$ cat src/rtl/motor_defs.svh
`ifndef MOTOR_DEFS_SVH
`define MOTOR_DEFS_SVH

// cycles a raw key level has to hold before the debouncer believes it
// kept short here so simulation stays quick
// the board build runs this at 2500
`define MOTOR_DEBOUNCE_COUNTS 16

// clock cycles per serial bit on the motor controller line
// one frame of four bytes takes 40 bit times
`define MOTOR_CLKS_PER_BIT 8

// first byte of every command frame
// the controller resyncs on the set top bit
`define MOTOR_FRAME_HEADER 8'h80

// push-buttons on the board
// key 0 forward, key 1 reverse, key 2 stop, key 3 spare
`define MOTOR_NUM_KEYS 4

`endif

$ cat src/rtl/motor_pkg.sv
package motor_pkg;

	// driving direction, same encoding as the LED readout on the board
	typedef enum logic [1:0] {
		DIR_FORWARD = 2'd0,
		DIR_REVERSE = 2'd1,
		DIR_STOP    = 2'd2
	} direction_t;

	// command byte understood by the motor controller
	typedef enum logic [7:0] {
		OP_FORWARD = 8'd0,
		OP_REVERSE = 8'd1,
		OP_STOP    = 8'd2
	} motor_op_t;

	// frame sequencer, one state per byte still to hand over
	typedef enum logic [2:0] {
		SEQ_IDLE,
		SEQ_HEADER,
		SEQ_OPCODE,
		SEQ_SPEED,
		SEQ_CHECKSUM
	} seq_state_t;

	typedef enum logic [1:0] {
		TX_IDLE,
		TX_START,
		TX_DATA,
		TX_STOP
	} uart_state_t;

	typedef struct packed {
		direction_t dir;
		logic [2:0] speed;  // speed minus one
	} drive_cmd_t;

	// fwd sits in bit 0 so the struct lines up with the key bus
	typedef struct packed {
		logic spare;
		logic stop;
		logic rev;
		logic fwd;
	} key_press_t;

endpackage

$ cat src/rtl/key_conditioner.sv
`timescale 1ns/1ps
`include "motor_defs.svh"

module key_conditioner (
	input  logic                       clk,
	input  logic                       reset,
	input  logic [`MOTOR_NUM_KEYS-1:0] keys,     // raw buttons, active low
	output motor_pkg::key_press_t      presses
);

	import motor_pkg::*;

	localparam int CNT_W = $clog2(`MOTOR_DEBOUNCE_COUNTS + 1);
	localparam logic [CNT_W-1:0] CNT_LAST = CNT_W'(`MOTOR_DEBOUNCE_COUNTS - 1);

	logic [`MOTOR_NUM_KEYS-1:0] press_q;

	genvar i;
	generate
		for (i = 0; i < `MOTOR_NUM_KEYS; i++) begin : g_key
			logic [CNT_W-1:0] stable_cnt;  // cycles the raw level has differed
			logic             level;       // debounced, 1 means pressed
			logic             press;
			logic             pressed_raw;

			assign pressed_raw = ~keys[i];

			always_ff @(posedge clk) begin
				if (reset) begin
					stable_cnt <= '0;
					level      <= 1'b0;
					press      <= 1'b0;
				end else begin
					press <= 1'b0;
					if (pressed_raw == level) begin
						stable_cnt <= '0;  // bounce back, start over
					end else if (stable_cnt == CNT_LAST) begin
						stable_cnt <= '0;
						level      <= pressed_raw;
						// edge only on the way into pressed
						press      <= pressed_raw;
					end else begin
						stable_cnt <= stable_cnt + 1'b1;
					end
				end
			end

			assign press_q[i] = press;
		end
	endgenerate

	// releases need the same stable time, so a held key fires once
	assign presses = key_press_t'(press_q);

endmodule

$ cat src/rtl/speed_sync.sv
`timescale 1ns/1ps

module speed_sync (
	input  logic       clk,
	input  logic       reset,
	input  logic       pitch_valid,  // from the pitch detector clock
	input  logic [2:0] pitch_code,   // held stable around the valid pulse
	output logic [2:0] speed_code
);

	logic       valid_meta;
	logic       valid_sync;
	logic       valid_prev;
	logic       valid_rise;
	logic       capture_stb;
	logic [2:0] code_capture;

	assign valid_rise = valid_sync & ~valid_prev;

	always_ff @(posedge clk) begin
		if (reset) begin
			valid_meta  <= 1'b0;
			valid_sync  <= 1'b0;
			valid_prev  <= 1'b0;
			capture_stb <= 1'b0;
			speed_code  <= '0;
		end else begin
			valid_meta  <= pitch_valid;
			valid_sync  <= valid_meta;
			valid_prev  <= valid_sync;
			capture_stb <= valid_rise;
			if (capture_stb)
				speed_code <= code_capture;  // code 0 still means speed 1
		end
	end

	// code bus is only looked at once valid has settled on this side
	always_ff @(posedge clk) begin
		if (valid_rise)
			code_capture <= pitch_code;
	end

endmodule

$ cat src/rtl/direction_fsm.sv
`timescale 1ns/1ps

module direction_fsm (
	input  logic                  clk,
	input  logic                  reset,
	input  motor_pkg::key_press_t presses,
	output motor_pkg::direction_t dir
);

	import motor_pkg::*;

	direction_t dir_next;

	// stop beats reverse beats forward when keys land together
	always_comb begin
		dir_next = dir;
		if (presses.stop) begin
			dir_next = DIR_STOP;
		end else if (presses.rev) begin
			dir_next = DIR_REVERSE;
		end else if (presses.fwd) begin
			dir_next = DIR_FORWARD;
		end
		// spare key has no job yet
	end

	always_ff @(posedge clk) begin
		if (reset)
			dir <= DIR_STOP;  // robot parked out of reset
		else
			dir <= dir_next;
	end

endmodule

$ cat src/rtl/drive_command_seq.sv
`timescale 1ns/1ps
`include "motor_defs.svh"

module drive_command_seq (
	input  logic                  clk,
	input  logic                  reset,
	input  motor_pkg::drive_cmd_t cmd,
	input  logic                  tx_busy,
	output logic                  tx_start,
	output logic [7:0]            tx_byte
);

	import motor_pkg::*;

	seq_state_t state;
	seq_state_t state_next;
	drive_cmd_t last_sent;   // what the controller was last told
	motor_op_t  opcode;
	logic [7:0] speed_byte;
	logic [7:0] byte_sum;
	logic [7:0] checksum;

	always_comb begin
		case (last_sent.dir)
			DIR_FORWARD: opcode = OP_FORWARD;
			DIR_REVERSE: opcode = OP_REVERSE;
			default:     opcode = OP_STOP;
		endcase
	end

	assign speed_byte = {5'd0, last_sent.speed} + 8'd1;  // 1 to 8 on the wire
	assign byte_sum   = `MOTOR_FRAME_HEADER + opcode + speed_byte;
	assign checksum   = {1'b0, byte_sum[6:0]};

	// a byte is offered whenever one is pending and the UART can take it
	assign tx_start = (state != SEQ_IDLE) && !tx_busy;

	always_comb begin
		case (state)
			SEQ_HEADER:   tx_byte = `MOTOR_FRAME_HEADER;
			SEQ_OPCODE:   tx_byte = opcode;
			SEQ_SPEED:    tx_byte = speed_byte;
			SEQ_CHECKSUM: tx_byte = checksum;
			default:      tx_byte = 8'h00;
		endcase
	end

	always_comb begin
		state_next = state;
		case (state)
			SEQ_IDLE:     if (cmd != last_sent) state_next = SEQ_HEADER;
			SEQ_HEADER:   if (tx_start) state_next = SEQ_OPCODE;
			SEQ_OPCODE:   if (tx_start) state_next = SEQ_SPEED;
			SEQ_SPEED:    if (tx_start) state_next = SEQ_CHECKSUM;
			SEQ_CHECKSUM: if (tx_start) state_next = SEQ_IDLE;
			default:      state_next = SEQ_IDLE;
		endcase
	end

	always_ff @(posedge clk) begin
		if (reset) begin
			state     <= SEQ_IDLE;
			last_sent <= '{dir: DIR_STOP, speed: 3'd0};  // matches the parked robot
		end else begin
			state <= state_next;
			// snapshot taken with the header so the rest of the frame agrees
			if (state == SEQ_HEADER && tx_start)
				last_sent <= cmd;
		end
	end

endmodule

$ cat src/rtl/uart_tx.sv
`timescale 1ns/1ps
`include "motor_defs.svh"

module uart_tx (
	input  logic       clk,
	input  logic       reset,
	input  logic       tx_start,
	input  logic [7:0] tx_byte,
	output logic       tx_busy,
	output logic       line
);

	import motor_pkg::*;

	localparam int TMR_W = $clog2(`MOTOR_CLKS_PER_BIT + 1);
	localparam logic [TMR_W-1:0] TMR_LAST = TMR_W'(`MOTOR_CLKS_PER_BIT - 1);

	uart_state_t      state;
	logic [TMR_W-1:0] bit_timer;
	logic [2:0]       bit_idx;
	logic [7:0]       shift_q;
	logic             bit_done;
	logic             load;

	assign bit_done = (bit_timer == TMR_LAST);

	// free again in the last stop cycle so bytes run back to back
	assign tx_busy = (state != TX_IDLE) && !(state == TX_STOP && bit_done);
	assign load    = tx_start && !tx_busy;

	always_ff @(posedge clk) begin
		if (reset) begin
			state     <= TX_IDLE;
			bit_timer <= '0;
			bit_idx   <= '0;
			line      <= 1'b1;  // idle high
		end else begin
			if (state == TX_IDLE || bit_done)
				bit_timer <= '0;
			else
				bit_timer <= bit_timer + 1'b1;

			case (state)
				TX_IDLE: begin
					if (load) begin
						state <= TX_START;
						line  <= 1'b0;
					end
				end
				TX_START: begin
					if (bit_done) begin
						state <= TX_DATA;
						line  <= shift_q[0];  // lsb first
					end
				end
				TX_DATA: begin
					if (bit_done) begin
						bit_idx <= bit_idx + 1'b1;
						if (bit_idx == 3'd7) begin
							state <= TX_STOP;
							line  <= 1'b1;
						end else begin
							line <= shift_q[1];
						end
					end
				end
				TX_STOP: begin
					if (bit_done) begin
						if (load) begin
							state <= TX_START;
							line  <= 1'b0;
						end else begin
							state <= TX_IDLE;
						end
					end
				end
				default: state <= TX_IDLE;
			endcase
		end
	end

	always_ff @(posedge clk) begin
		if (load)
			shift_q <= tx_byte;
		else if (state == TX_DATA && bit_done)
			shift_q <= shift_q >> 1;
	end

endmodule

$ cat src/rtl/motor_drive_top.sv
`timescale 1ns/1ps
`include "motor_defs.svh"

module motor_drive_top (
	input  logic                       clk,
	input  logic                       reset,
	input  logic [`MOTOR_NUM_KEYS-1:0] keys,         // active low
	input  logic                       pitch_valid,  // pitch detector domain
	input  logic [2:0]                 pitch_code,
	output motor_pkg::direction_t      direction,    // also drives the LEDs
	output logic                       uart_out
);

	import motor_pkg::*;

	key_press_t presses;
	logic [2:0] speed_code;
	drive_cmd_t cmd;
	logic       tx_start;
	logic [7:0] tx_byte;
	logic       tx_busy;

	key_conditioner key_conditioner_i (
		.clk     (clk),
		.reset   (reset),
		.keys    (keys),
		.presses (presses)
	);

	direction_fsm direction_fsm_i (
		.clk     (clk),
		.reset   (reset),
		.presses (presses),
		.dir     (direction)
	);

	speed_sync speed_sync_i (
		.clk         (clk),
		.reset       (reset),
		.pitch_valid (pitch_valid),
		.pitch_code  (pitch_code),
		.speed_code  (speed_code)
	);

	assign cmd = '{dir: direction, speed: speed_code};

	drive_command_seq drive_command_seq_i (
		.clk      (clk),
		.reset    (reset),
		.cmd      (cmd),
		.tx_busy  (tx_busy),
		.tx_start (tx_start),
		.tx_byte  (tx_byte)
	);

	uart_tx uart_tx_i (
		.clk      (clk),
		.reset    (reset),
		.tx_start (tx_start),
		.tx_byte  (tx_byte),
		.tx_busy  (tx_busy),
		.line     (uart_out)
	);

endmodule

$ cat config.mk
export PLATFORM = sky130hd
export DESIGN_NAME = motor_drive_top
export DESIGN_NICKNAME = d
export VERILOG_FILES = /design/src/rtl/motor_pkg.sv /design/src/rtl/key_conditioner.sv /design/src/rtl/speed_sync.sv /design/src/rtl/direction_fsm.sv /design/src/rtl/drive_command_seq.sv /design/src/rtl/uart_tx.sv /design/src/rtl/motor_drive_top.sv
export VERILOG_INCLUDE_DIRS = /design/src /design/src/rtl
export SDC_FILE = /design/constraint.sdc
export NUM_CORES = 1
export LEC_CHECK = 0
export ABC_AREA = 1
export BUFFER_PORTS_ARGS = -buffer_cell sky130_fd_sc_hd__buf_2
export CORE_MARGIN = 2
export CORE_UTILIZATION = 30
export CTS_CLUSTER_DIAMETER = 150
export DETAILED_ROUTE_END_ITERATION = 8
export SETUP_SLACK_MARGIN = 0.4
export SLEW_MARGIN = 20
export SYNTH_ARGS = -nofsm -noshare
export SYNTH_HDL_FRONTEND = slang
export SYNTH_SLANG_ARGS = --single-unit
export TNS_END_PERCENT = 10
$ cat constraint.sdc
create_clock -name clk -period 2.37 [get_ports clk]
set_input_delay 0.474 -clock clk [delete_from_list [all_inputs] [get_ports clk]]
set_output_delay 0.474 -clock clk [all_outputs]
set_load 0.01 [all_outputs]
; After elaboration in Yosys (flattened, before gate mapping)
; Cells that the tools add are included.
[classes]
n_reduce_logical = 31
n_eq_ne = 27
n_bitwise = 11
addsub = 8
n_mux = 25
[ops]
columns = operator, n
row1 = $pmux 8 s4, 1
row2 = $ne 2x1->1 const B, 10
row3 = $reduce_or 3->1, 6
row4 = $mux 8, 2
row5 = $add 5x1->5 const B, 3
row6 = $eq 5x4->1 const B, 3
row7 = $mux 3, 5
row8 = $pmux 3 s5, 1
row9 = $mux 2, 7
row10 = $not 1->1, 10
row11 = $reduce_and 5->1, 2
row12 = $pmux 2 s4, 1
row13 = $reduce_and 2->1, 4
row14 = $add 7x7->7, 1
row15 = $eq 3x2->1 const B, 2
row16 = $eq 3x3->1 const B, 2
row17 = $logic_and 1x1->1, 6
row18 = $mux 1, 6
row19 = $reduce_bool 2->1, 3
row20 = $ne 5x5->1, 1
row21 = $add 3x1->4 const B, 1
row22 = $add 4x1->4 const B, 1
row23 = $eq 2x1->1 const B, 2
row24 = $eq 2x2->1 const B, 2
row25 = other kinds (15), 20
[word_totals]
regBits = 59
output_inout_bits = 3

; Longest topological paths before layout
; Gate-level depths: netlist (run 1).
[logic_depth]
ltp_word = 10
ltp_mapped = 10
mapped_depth_nobuf = 10

; Hierarchy
; A second synthesis (run 1) with hierarchy kept.
[hier_totals]
cells_unflattened = 410
area_unflattened_um2 = 3225.6
[modules_own_cells]
columns = mod, n_inst, area_per_inst_um2, cells_each
row1 = key_conditioner, 1, 1168.6, 146
row2 = uart_tx, 1, 972.2, 109
row3 = drive_command_seq, 1, 674.4, 109
row4 = speed_sync, 1, 321.6, 34
row5 = direction_fsm, 1, 88.8, 12

; Least setup slack after synthesis (run 1)
; Ideal clock, no wire load.
[synth_timing]
path_type = register to register
start = reg drive_command_seq_i.last_sent[0] (netlist name)
end = reg uart_tx_i.shift_q[3], data pin
t_arrival_ps = 1369
path_stages_with_launch = 10
setup_ps = 252
path_buffers = 0
path_slack_ps = 749
path_cell_list = dfxtp_1 ha_1 ha_1 a21o_1 nand2_1 nand2_1 nand3_1 nand2_1 nand2_1 nand2_1
[synth_between]
elab_chain_len = 4
[synth_lines]
columns = element, line
row1 = "start, declared", drive_command_seq.sv:17  ; drive_cmd_t last_sent;
row2 = "start signal, assigned", drive_command_seq.sv:63  ; last_sent <= '{dir: DIR_STOP, speed: 3'd0};
row3 = "start signal, assigned", drive_command_seq.sv:68  ; last_sent <= cmd;
row4 = $add 3x1->4 (*), drive_command_seq.sv:31  ; assign speed_byte = {5'd0, last_sent.speed} + 8'd1;
row5 = $add 7x7->7 (no line), --
row6 = $pmux 8 s4 (*), drive_command_seq.sv:39  ; case (state)
row7 = $mux 8 (*), uart_tx.sv:83  ; if (load)
row8 = "end signal, assigned", uart_tx.sv:84  ; shift_q <= tx_byte;
row9 = "end signal, assigned", uart_tx.sv:86  ; shift_q <= shift_q >> 1;
row10 = "end, declared", uart_tx.sv:21  ; logic [7:0] shift_q;
; Mark *: on every way between the ends. The rest lies on a longest branch, timed or not.
; A chain may end at the register's enable or synchronous reset.

; Worst setup path in the final report (run 1)
[layout_timing]
start = reg uart_tx_i.state[1]
end = reg uart_tx_i.shift_q[6], enable pin
[layout_between]
elab_chain_len = 8
elab_cells_between_ends = 11
cone_classes = eq/ne: 2 / reduce/logical: 9
[layout_lines]
columns = element, line
row1 = "start, declared", uart_tx.sv:18  ; uart_state_t state;
row2 = "start signal, assigned", uart_tx.sv:33  ; state <= TX_IDLE;
row3 = "start signal, assigned", uart_tx.sv:46  ; state <= TX_START;
row4 = "start signal, assigned", uart_tx.sv:52  ; state <= TX_DATA;
row5 = $eq 2x2->1, uart_tx.sv:28  ; assign tx_busy = (state != TX_IDLE) && !(state == TX_STOP && bit_done);
row6 = $logic_and 1x1->1, uart_tx.sv:28
row7 = $logic_not 1->1, uart_tx.sv:28
row8 = $logic_and 1x1->1, uart_tx.sv:28
row9 = $logic_not 1->1, "drive_command_seq.sv:36, uart_tx.sv:29"
row10 = $logic_and 1x1->1, drive_command_seq.sv:36  ; assign tx_start = (state != SEQ_IDLE) && !tx_busy;
row11 = $logic_and 1x1->1, uart_tx.sv:29  ; assign load = tx_start && !tx_busy;
row12 = $reduce_bool 2->1 (no line) (*), --
; Marks and branches as above.

==> results.cfg, run 1 <==
[outcome]
status = complete, no violations

[sta]
drv_slew = 0
final-setup-viol-count = 0
fin_skew_ns = 0.001798
hold_ws_ns = 0.3204
fin_crit_ns = 1.771
fmax_mhz = 564.5
fin_crit_sh_pct = 74.75
rsz0062_at_grt = false
slew_headroom_pct = 64.63
worst_slew_pin_slew_ns = 0.5300
hold_viol = 0
tns_ns = 0

[synthesis]
synth_top_cell_by_area = dfxtp_1
yosys-top-cells-count = 63 x nand2_1, 50 x inv_1, 48 x dfxtp_1, 48 x nor2_1, 22 x nand3_1
synth_warnings = 0
synth_seq_area_share_pct = 46.78
syn_area_per_cell_sq_um = 8.190
syn-num-nets = 365
yosys.cell_types.count = 38
synth_top_area_share_pct = 34.81
yosys-top-cells-area = dfxtp_1 35%, edfxtp_1 12%, nand2_1 8.6%
yosysMostFrequentCell = nand2_1
synth_cells = 337
syn_area_sq_mm = 0.002760
synth-seq-cells = 59
synth_edf_count = 11
ys.flop_type = dfxtp_1
async_flop_share_pct = 0

[place]
port_buffers = 11
placedCellCount = 452
gp_congestion = 0.8038
hpwlAfterDp_um = 3409

[floorplan]
rows = 35
dieArea_sq_mm = 0.009984
die_w_um = 99.92
dieHeight_um = 99.92
io_pins = 13
core_sq_mm = 0.009065
start_util_pct = 30.45

[critical_path]
ff2ff_setup_slack_ns = 0.60
worstRegToRegCells = 6
crit_arrival_ns = 1.77
path_class = flop to flop
required_ns = 2.36
crit_end = uart_tx_i.shift_q[6]$_SDFFCE_PP0P_
start_kind = flop
startpoint = uart_tx_i.state[1]$_SDFFE_PP0P_
r2r_start = uart_tx_i.state[1]$_SDFFE_PP0P_
r2r-end = uart_tx_i.shift_q[6]$_SDFFCE_PP0P_
critPathCaptureType = flop
critPathMaxFanout = 14

[power_and_ir_drop]
power.leakage_nw = 1.392
power.density_mw_per_mm2 = 977.7
p_total_w = 0.003057
peakVddDrop_uv = 379.1

[finish]
nets = 380
antennaDiodeCount = 0
area_growth_pct = 13.28
drive_above_1_share_pct = 10.96
fill_cells = 941
final_cells = 467

[cts]
cts_tree = done
post_cts_buffers = 0
clock_latency_ns = 0.33
cts.repair.resized = 0
htree_levels = 3
cts_hold_buf = 0
cts_max_path_buffers = 2
cts_buffers = 9
path_clk_slew_ns = 0.06
root_buffer = clkbuf_8
cts_sinks = 59

[detailed_routing]
final_antenna_net_count = 0
initialDrtViolationCount = 108
drt-vias-per-instance = 4.409
via_count = 2059
wl_per_cell_um = 9.850
drt_first_pass_iters = 6
routed_wl_um = 4600
drc = 0

[grt]
grt_pass1_vias = 2009
grt_pass1_wl_um = 8349
grt_use_total_pct = 10.55
antenna_found_initial = 0
overflow = 0
grt_max_degree = 18

[worst_hold_path]
min_path_type = input pin to flop

[run]
cap_violations = 0
-- logic make-up after synthesis --
| group | after synthesis | share of synthesized area [%] |
|---|---|---|
| AND/OR/NAND/NOR | 151 | 24.57 |
| buffers and inverters | 59 | 8.794 |
| flip-flops | 59 | 46.78 |
| AO/OA/AOI/OAI | 44 | 9.248 |
| adder cells (fa/ha/maj) | 18 | 8.431 |
| XOR/XNOR | 6 | 2.176 |
-- report_power, final --
part | internal, W | switching (W) | total [W]
Sequential | 0.00117 | 0.0000849 | 0.00126
Clock | 0.000606 | 0.000379 | 0.000985
Combinational | 0.000277 | 0.000537 | 0.000814
-- metal layers --
metal,track usage (%),vias to the layer above,routed length [um]
li1,-,1104,-
met5,0,-,0
met3,5.153,4,130
met4,3.161,0,37
met2,17.67,16,2204
met1,11.91,935,2228
-- cells in the final DEF (no fill, tap or decap), drive strengths merged, types with 11 or more instances in the layout --
cell type / instances
nand2: 64
inv: 52
nor2: 52
dfxtp: 48
nand3: 24
o21ai: 18
ha: 17
a21oi: 17
clkbuf: 12
buf: 11
edfxtp: 11
-- flip-flops by register name (all words and copies together) (netlist names) --
signal                              cells
key_conditioner_i.g_key.stable_cnt     15
uart_tx_i.shift_q                       8
drive_command_seq_i.last_sent           5
uart_tx_i.bit_timer                     4
drive_command_seq_i.state               3
key_conditioner_i.g_key.level           3
key_conditioner_i.g_key.press           3
speed_sync_i.code_capture               3
speed_sync_i.speed_code                 3
uart_tx_i.bit_idx                       3
direction_fsm_i.dir                     2
uart_tx_i.state                         2
speed_sync_i.capture_stb                1
speed_sync_i.valid_meta                 1
speed_sync_i.valid_prev                 1
speed_sync_i.valid_sync                 1
uart_tx_i.line                          1
-- metrics by stage --
| stage | instance area, sq um | util, % | setup slack [ns] |
|---|---|---|---|
| floorplan | 2760 | - | 0.7489 |
| global placement | 2907 | 32.06 | 0.5628 |
| detailed placement | 2907 | 32.06 | 0.5469 |
| CTS | 3127 | 34.49 | 0.5895 |
| global route | 3127 | 34.49 | 0.4271 |
| finish | 3127 | 34.49 | 0.5985 |
-- critical path, stage by stage (launching register included) --
cell	delay, ns
dfxtp_1	0.35
inv_1	0.13
ha_1	0.19
inv_1	0.08
nand2_1	0.13
nand3_4	0.21
nand2_1	0.35
-- area by class of cell --
cell class,count,area [sq um],share of cell area [%]
Sequential cell,59,1291,41.30
Multi-Input combinational cell,219,1226,39.22
Inverter,52,195.2,6.242
Clock buffer,12,177.7,5.682
Tap cell,111,138.9,4.442
Timing Repair Buffer,11,55.05,1.761
Clock inverter,3,42.54,1.361
-- worst min-delay path by stage --
stage	start	endpoint	slack [ns]	cells after the start
2_1_floorplan	speed_sync_i.valid_meta$_SDFF_PP0_	speed_sync_i.valid_sync$_SDFF_PP0_	0.39	2
3_3_place_gp	speed_sync_i.valid_meta$_SDFF_PP0_	speed_sync_i.valid_sync$_SDFF_PP0_	0.40	2
3_5_place_dp	speed_sync_i.valid_meta$_SDFF_PP0_	speed_sync_i.valid_sync$_SDFF_PP0_	0.40	2
4_1_cts	pitch_code[1]	speed_sync_i.code_capture[1]$_DFFE_PP_	0.29	1
5_1_grt	pitch_code[1]	speed_sync_i.code_capture[1]$_DFFE_PP_	0.28	1
6_report	pitch_code[1]	speed_sync_i.code_capture[1]$_DFFE_PP_	0.32	1
No activity file was read; power rests on OpenSTA's default activity.
==> inputs of run 2 (changes only) <==
==> constraint.sdc (replaced) <==
create_clock -name clk -period 1.5 [get_ports clk]
set_input_delay 0.3 -clock clk [delete_from_list [all_inputs] [get_ports clk]]
set_output_delay 0.3 -clock clk [all_outputs]
set_load 0.01 [all_outputs]
==> run 2 against run 1 <==
The run now ends with setup timing left. Cell count is 3.6% higher. Clock power up 41%. Core utilization up 6.5 points.
==> results.cfg, run 2 (synthesis results as in run 1) <==
[cts]
path_clk_slew_ns = 0.06
root_buffer = clkbuf_8
clock_latency_ns = 0.33
cts_sinks = 59
cts_buffers = 9
cts_tree = done
htree_levels = 3
cts_max_path_buffers = 2

[floorplan]
dieHeight_um = 99.92
io_pins = 13
core_sq_mm = 0.009065
start_util_pct = 30.45
dieArea_sq_mm = 0.009984
die_w_um = 99.92
rows = 35

[place]
placedCellCount = 464
dp_slack_ns = -0.1086
place_area_sq_mm = 0.003118
port_buffers = 11
gp_congestion = 0.8033
hpwlAfterDp_um = 3648

[finish]
area_growth_pct = 34.54
reg_top3 = key_conditioner_i.g_key.stable_cnt: 15 flops, uart_tx_i.shift_q: 8 flops, drive_command_seq_i.last_sent: 5 flops
final_cell_mix = 54 x nand2_1, 41 x inv_1, 35 x nor2_1
antennaDiodeCount = 0
drive_above_1_share_pct = 36.19
regMostFlops = key_conditioner_i.g_key.stable_cnt
fill_cells = 866
layout_commonest_cell = nand2_1
nets = 398
design_area_sq_mm = 0.003714
final_cells = 484
largest_register_ffs = 15

[critical_path]
start_kind = flop
path_class = flop to flop
startpoint = drive_command_seq_i.last_sent[0]$_SDFFE_PP0P_
critPathCaptureType = flop
r2r_start = drive_command_seq_i.last_sent[0]$_SDFFE_PP0P_
critPathMaxFanout = 4
crit_arrival_ns = 1.64
required_ns = 1.59

[grt]
grt_max_degree = 13
overflow = 0
antenna_found_initial = 0
grt_pass1_vias = 2046
grt_pass1_wl_um = 9080
grt_use_total_pct = 11.35

[detailed_routing]
routed_wl_um = 5263
via_count = 2215
final_antenna_net_count = 0
drt_first_pass_iters = 4
initialDrtViolationCount = 135
wl_per_cell_um = 10.87
drc = 0
drt-vias-per-instance = 4.576

[power_and_ir_drop]
power.leakage_nw = 1.493
peakVddDrop_uv = 782.1
power.density_mw_per_mm2 = 1415

[sta]
rsz0062_at_grt = true
drv_slew = 0
fin_skew_ns = 0.008315
fmax_mhz = 644.5
fin_crit_sh_pct = 103.4
hold_viol = 0
final-setup-viol-count = 1
setup_ws_ns = -0.05155
worst_slew_pin_slew_ns = 0.4554
fin_crit_ns = 1.552
slew_headroom_pct = 69.42

[run]
cap_violations = 0

[worst_hold_path]
min_from = pitch_code[1]
min_path_type = input pin to flop

[outcome]
status = complete, but fails checks
violations = setup timing
==> run 2: power by group <==
part           switching [W]  leakage, nW  internal [W]
Sequential          0.000181        0.500       0.00188
Combinational        0.00108        0.892      0.000724
Clock               0.000566        0.102      0.000825
==> run 2: through the flow <==
stage                      TNS, ns  total power [W]  utilization, %  hold WS (ns)
after floorplan           -0.03551         0.003312               -        0.3883
after detailed placement   -0.2691         0.003662           34.40        0.3928
after global routing       -0.6208         0.005631           40.97        0.1248
after CTS                  -0.1153         0.005281           39.88        0.1351
after global placement     -0.1887         0.003627           34.40        0.3926
final                     -0.05155         0.005254           40.97        0.1507
==> run 2: path summary, 6_finish.rpt <==
kind                                                 end  slack, ns  depth (start not counted)
hold reg to reg       speed_sync_i.valid_sync$_SDFF_PP0_       0.40                          2
setup / recovery          uart_tx_i.shift_q[3]$_DFFE_PP_      -0.05                          9
setup reg to reg          uart_tx_i.shift_q[3]$_DFFE_PP_      -0.05                          9
hold / removal    speed_sync_i.code_capture[1]$_DFFE_PP_       0.15                          1
==> run 2: layer usage <==
layer | GRT usage, % | vias to the layer above | wire length (um)
met5 | 0 | - | 0
met4 | 2.845 | 0 | 35
met3 | 4.039 | 4 | 228
met2 | 19.44 | 33 | 2669
met1 | 13.61 | 1034 | 2329
li1 | - | 1144 | -
==> run 2: timing repair <==
item                       CTS  global route
hold buffers                 0             0
pin swaps                   59            31
setup buffers                6             0
setup endpoints to repair   55            55
gates resized for setup     78            25
==> run 2: area by class of cell <==
cell class	instances	area [sq um]	share of cell area (%)
multi-input cells	219	1618	43.56
flip-flops and latches	59	1333	35.88
repair buffers	29	217.7	5.863
inverters	52	210.2	5.660
clock buffers	13	191.4	5.155
well taps	111	138.9	3.740
clock inverters	1	5.005	0.1348
==> run 2: worst max-delay path, cell delays in order (launching register included) <==
cell	delay, ns
dfxtp_4	0.36
ha_4	0.29
ha_4	0.19
a21o_1	0.16
nand2_1	0.06
nand2_1	0.04
nand3_1	0.06
nand2_1	0.06
nand2_1	0.05
nand2_1	0.04
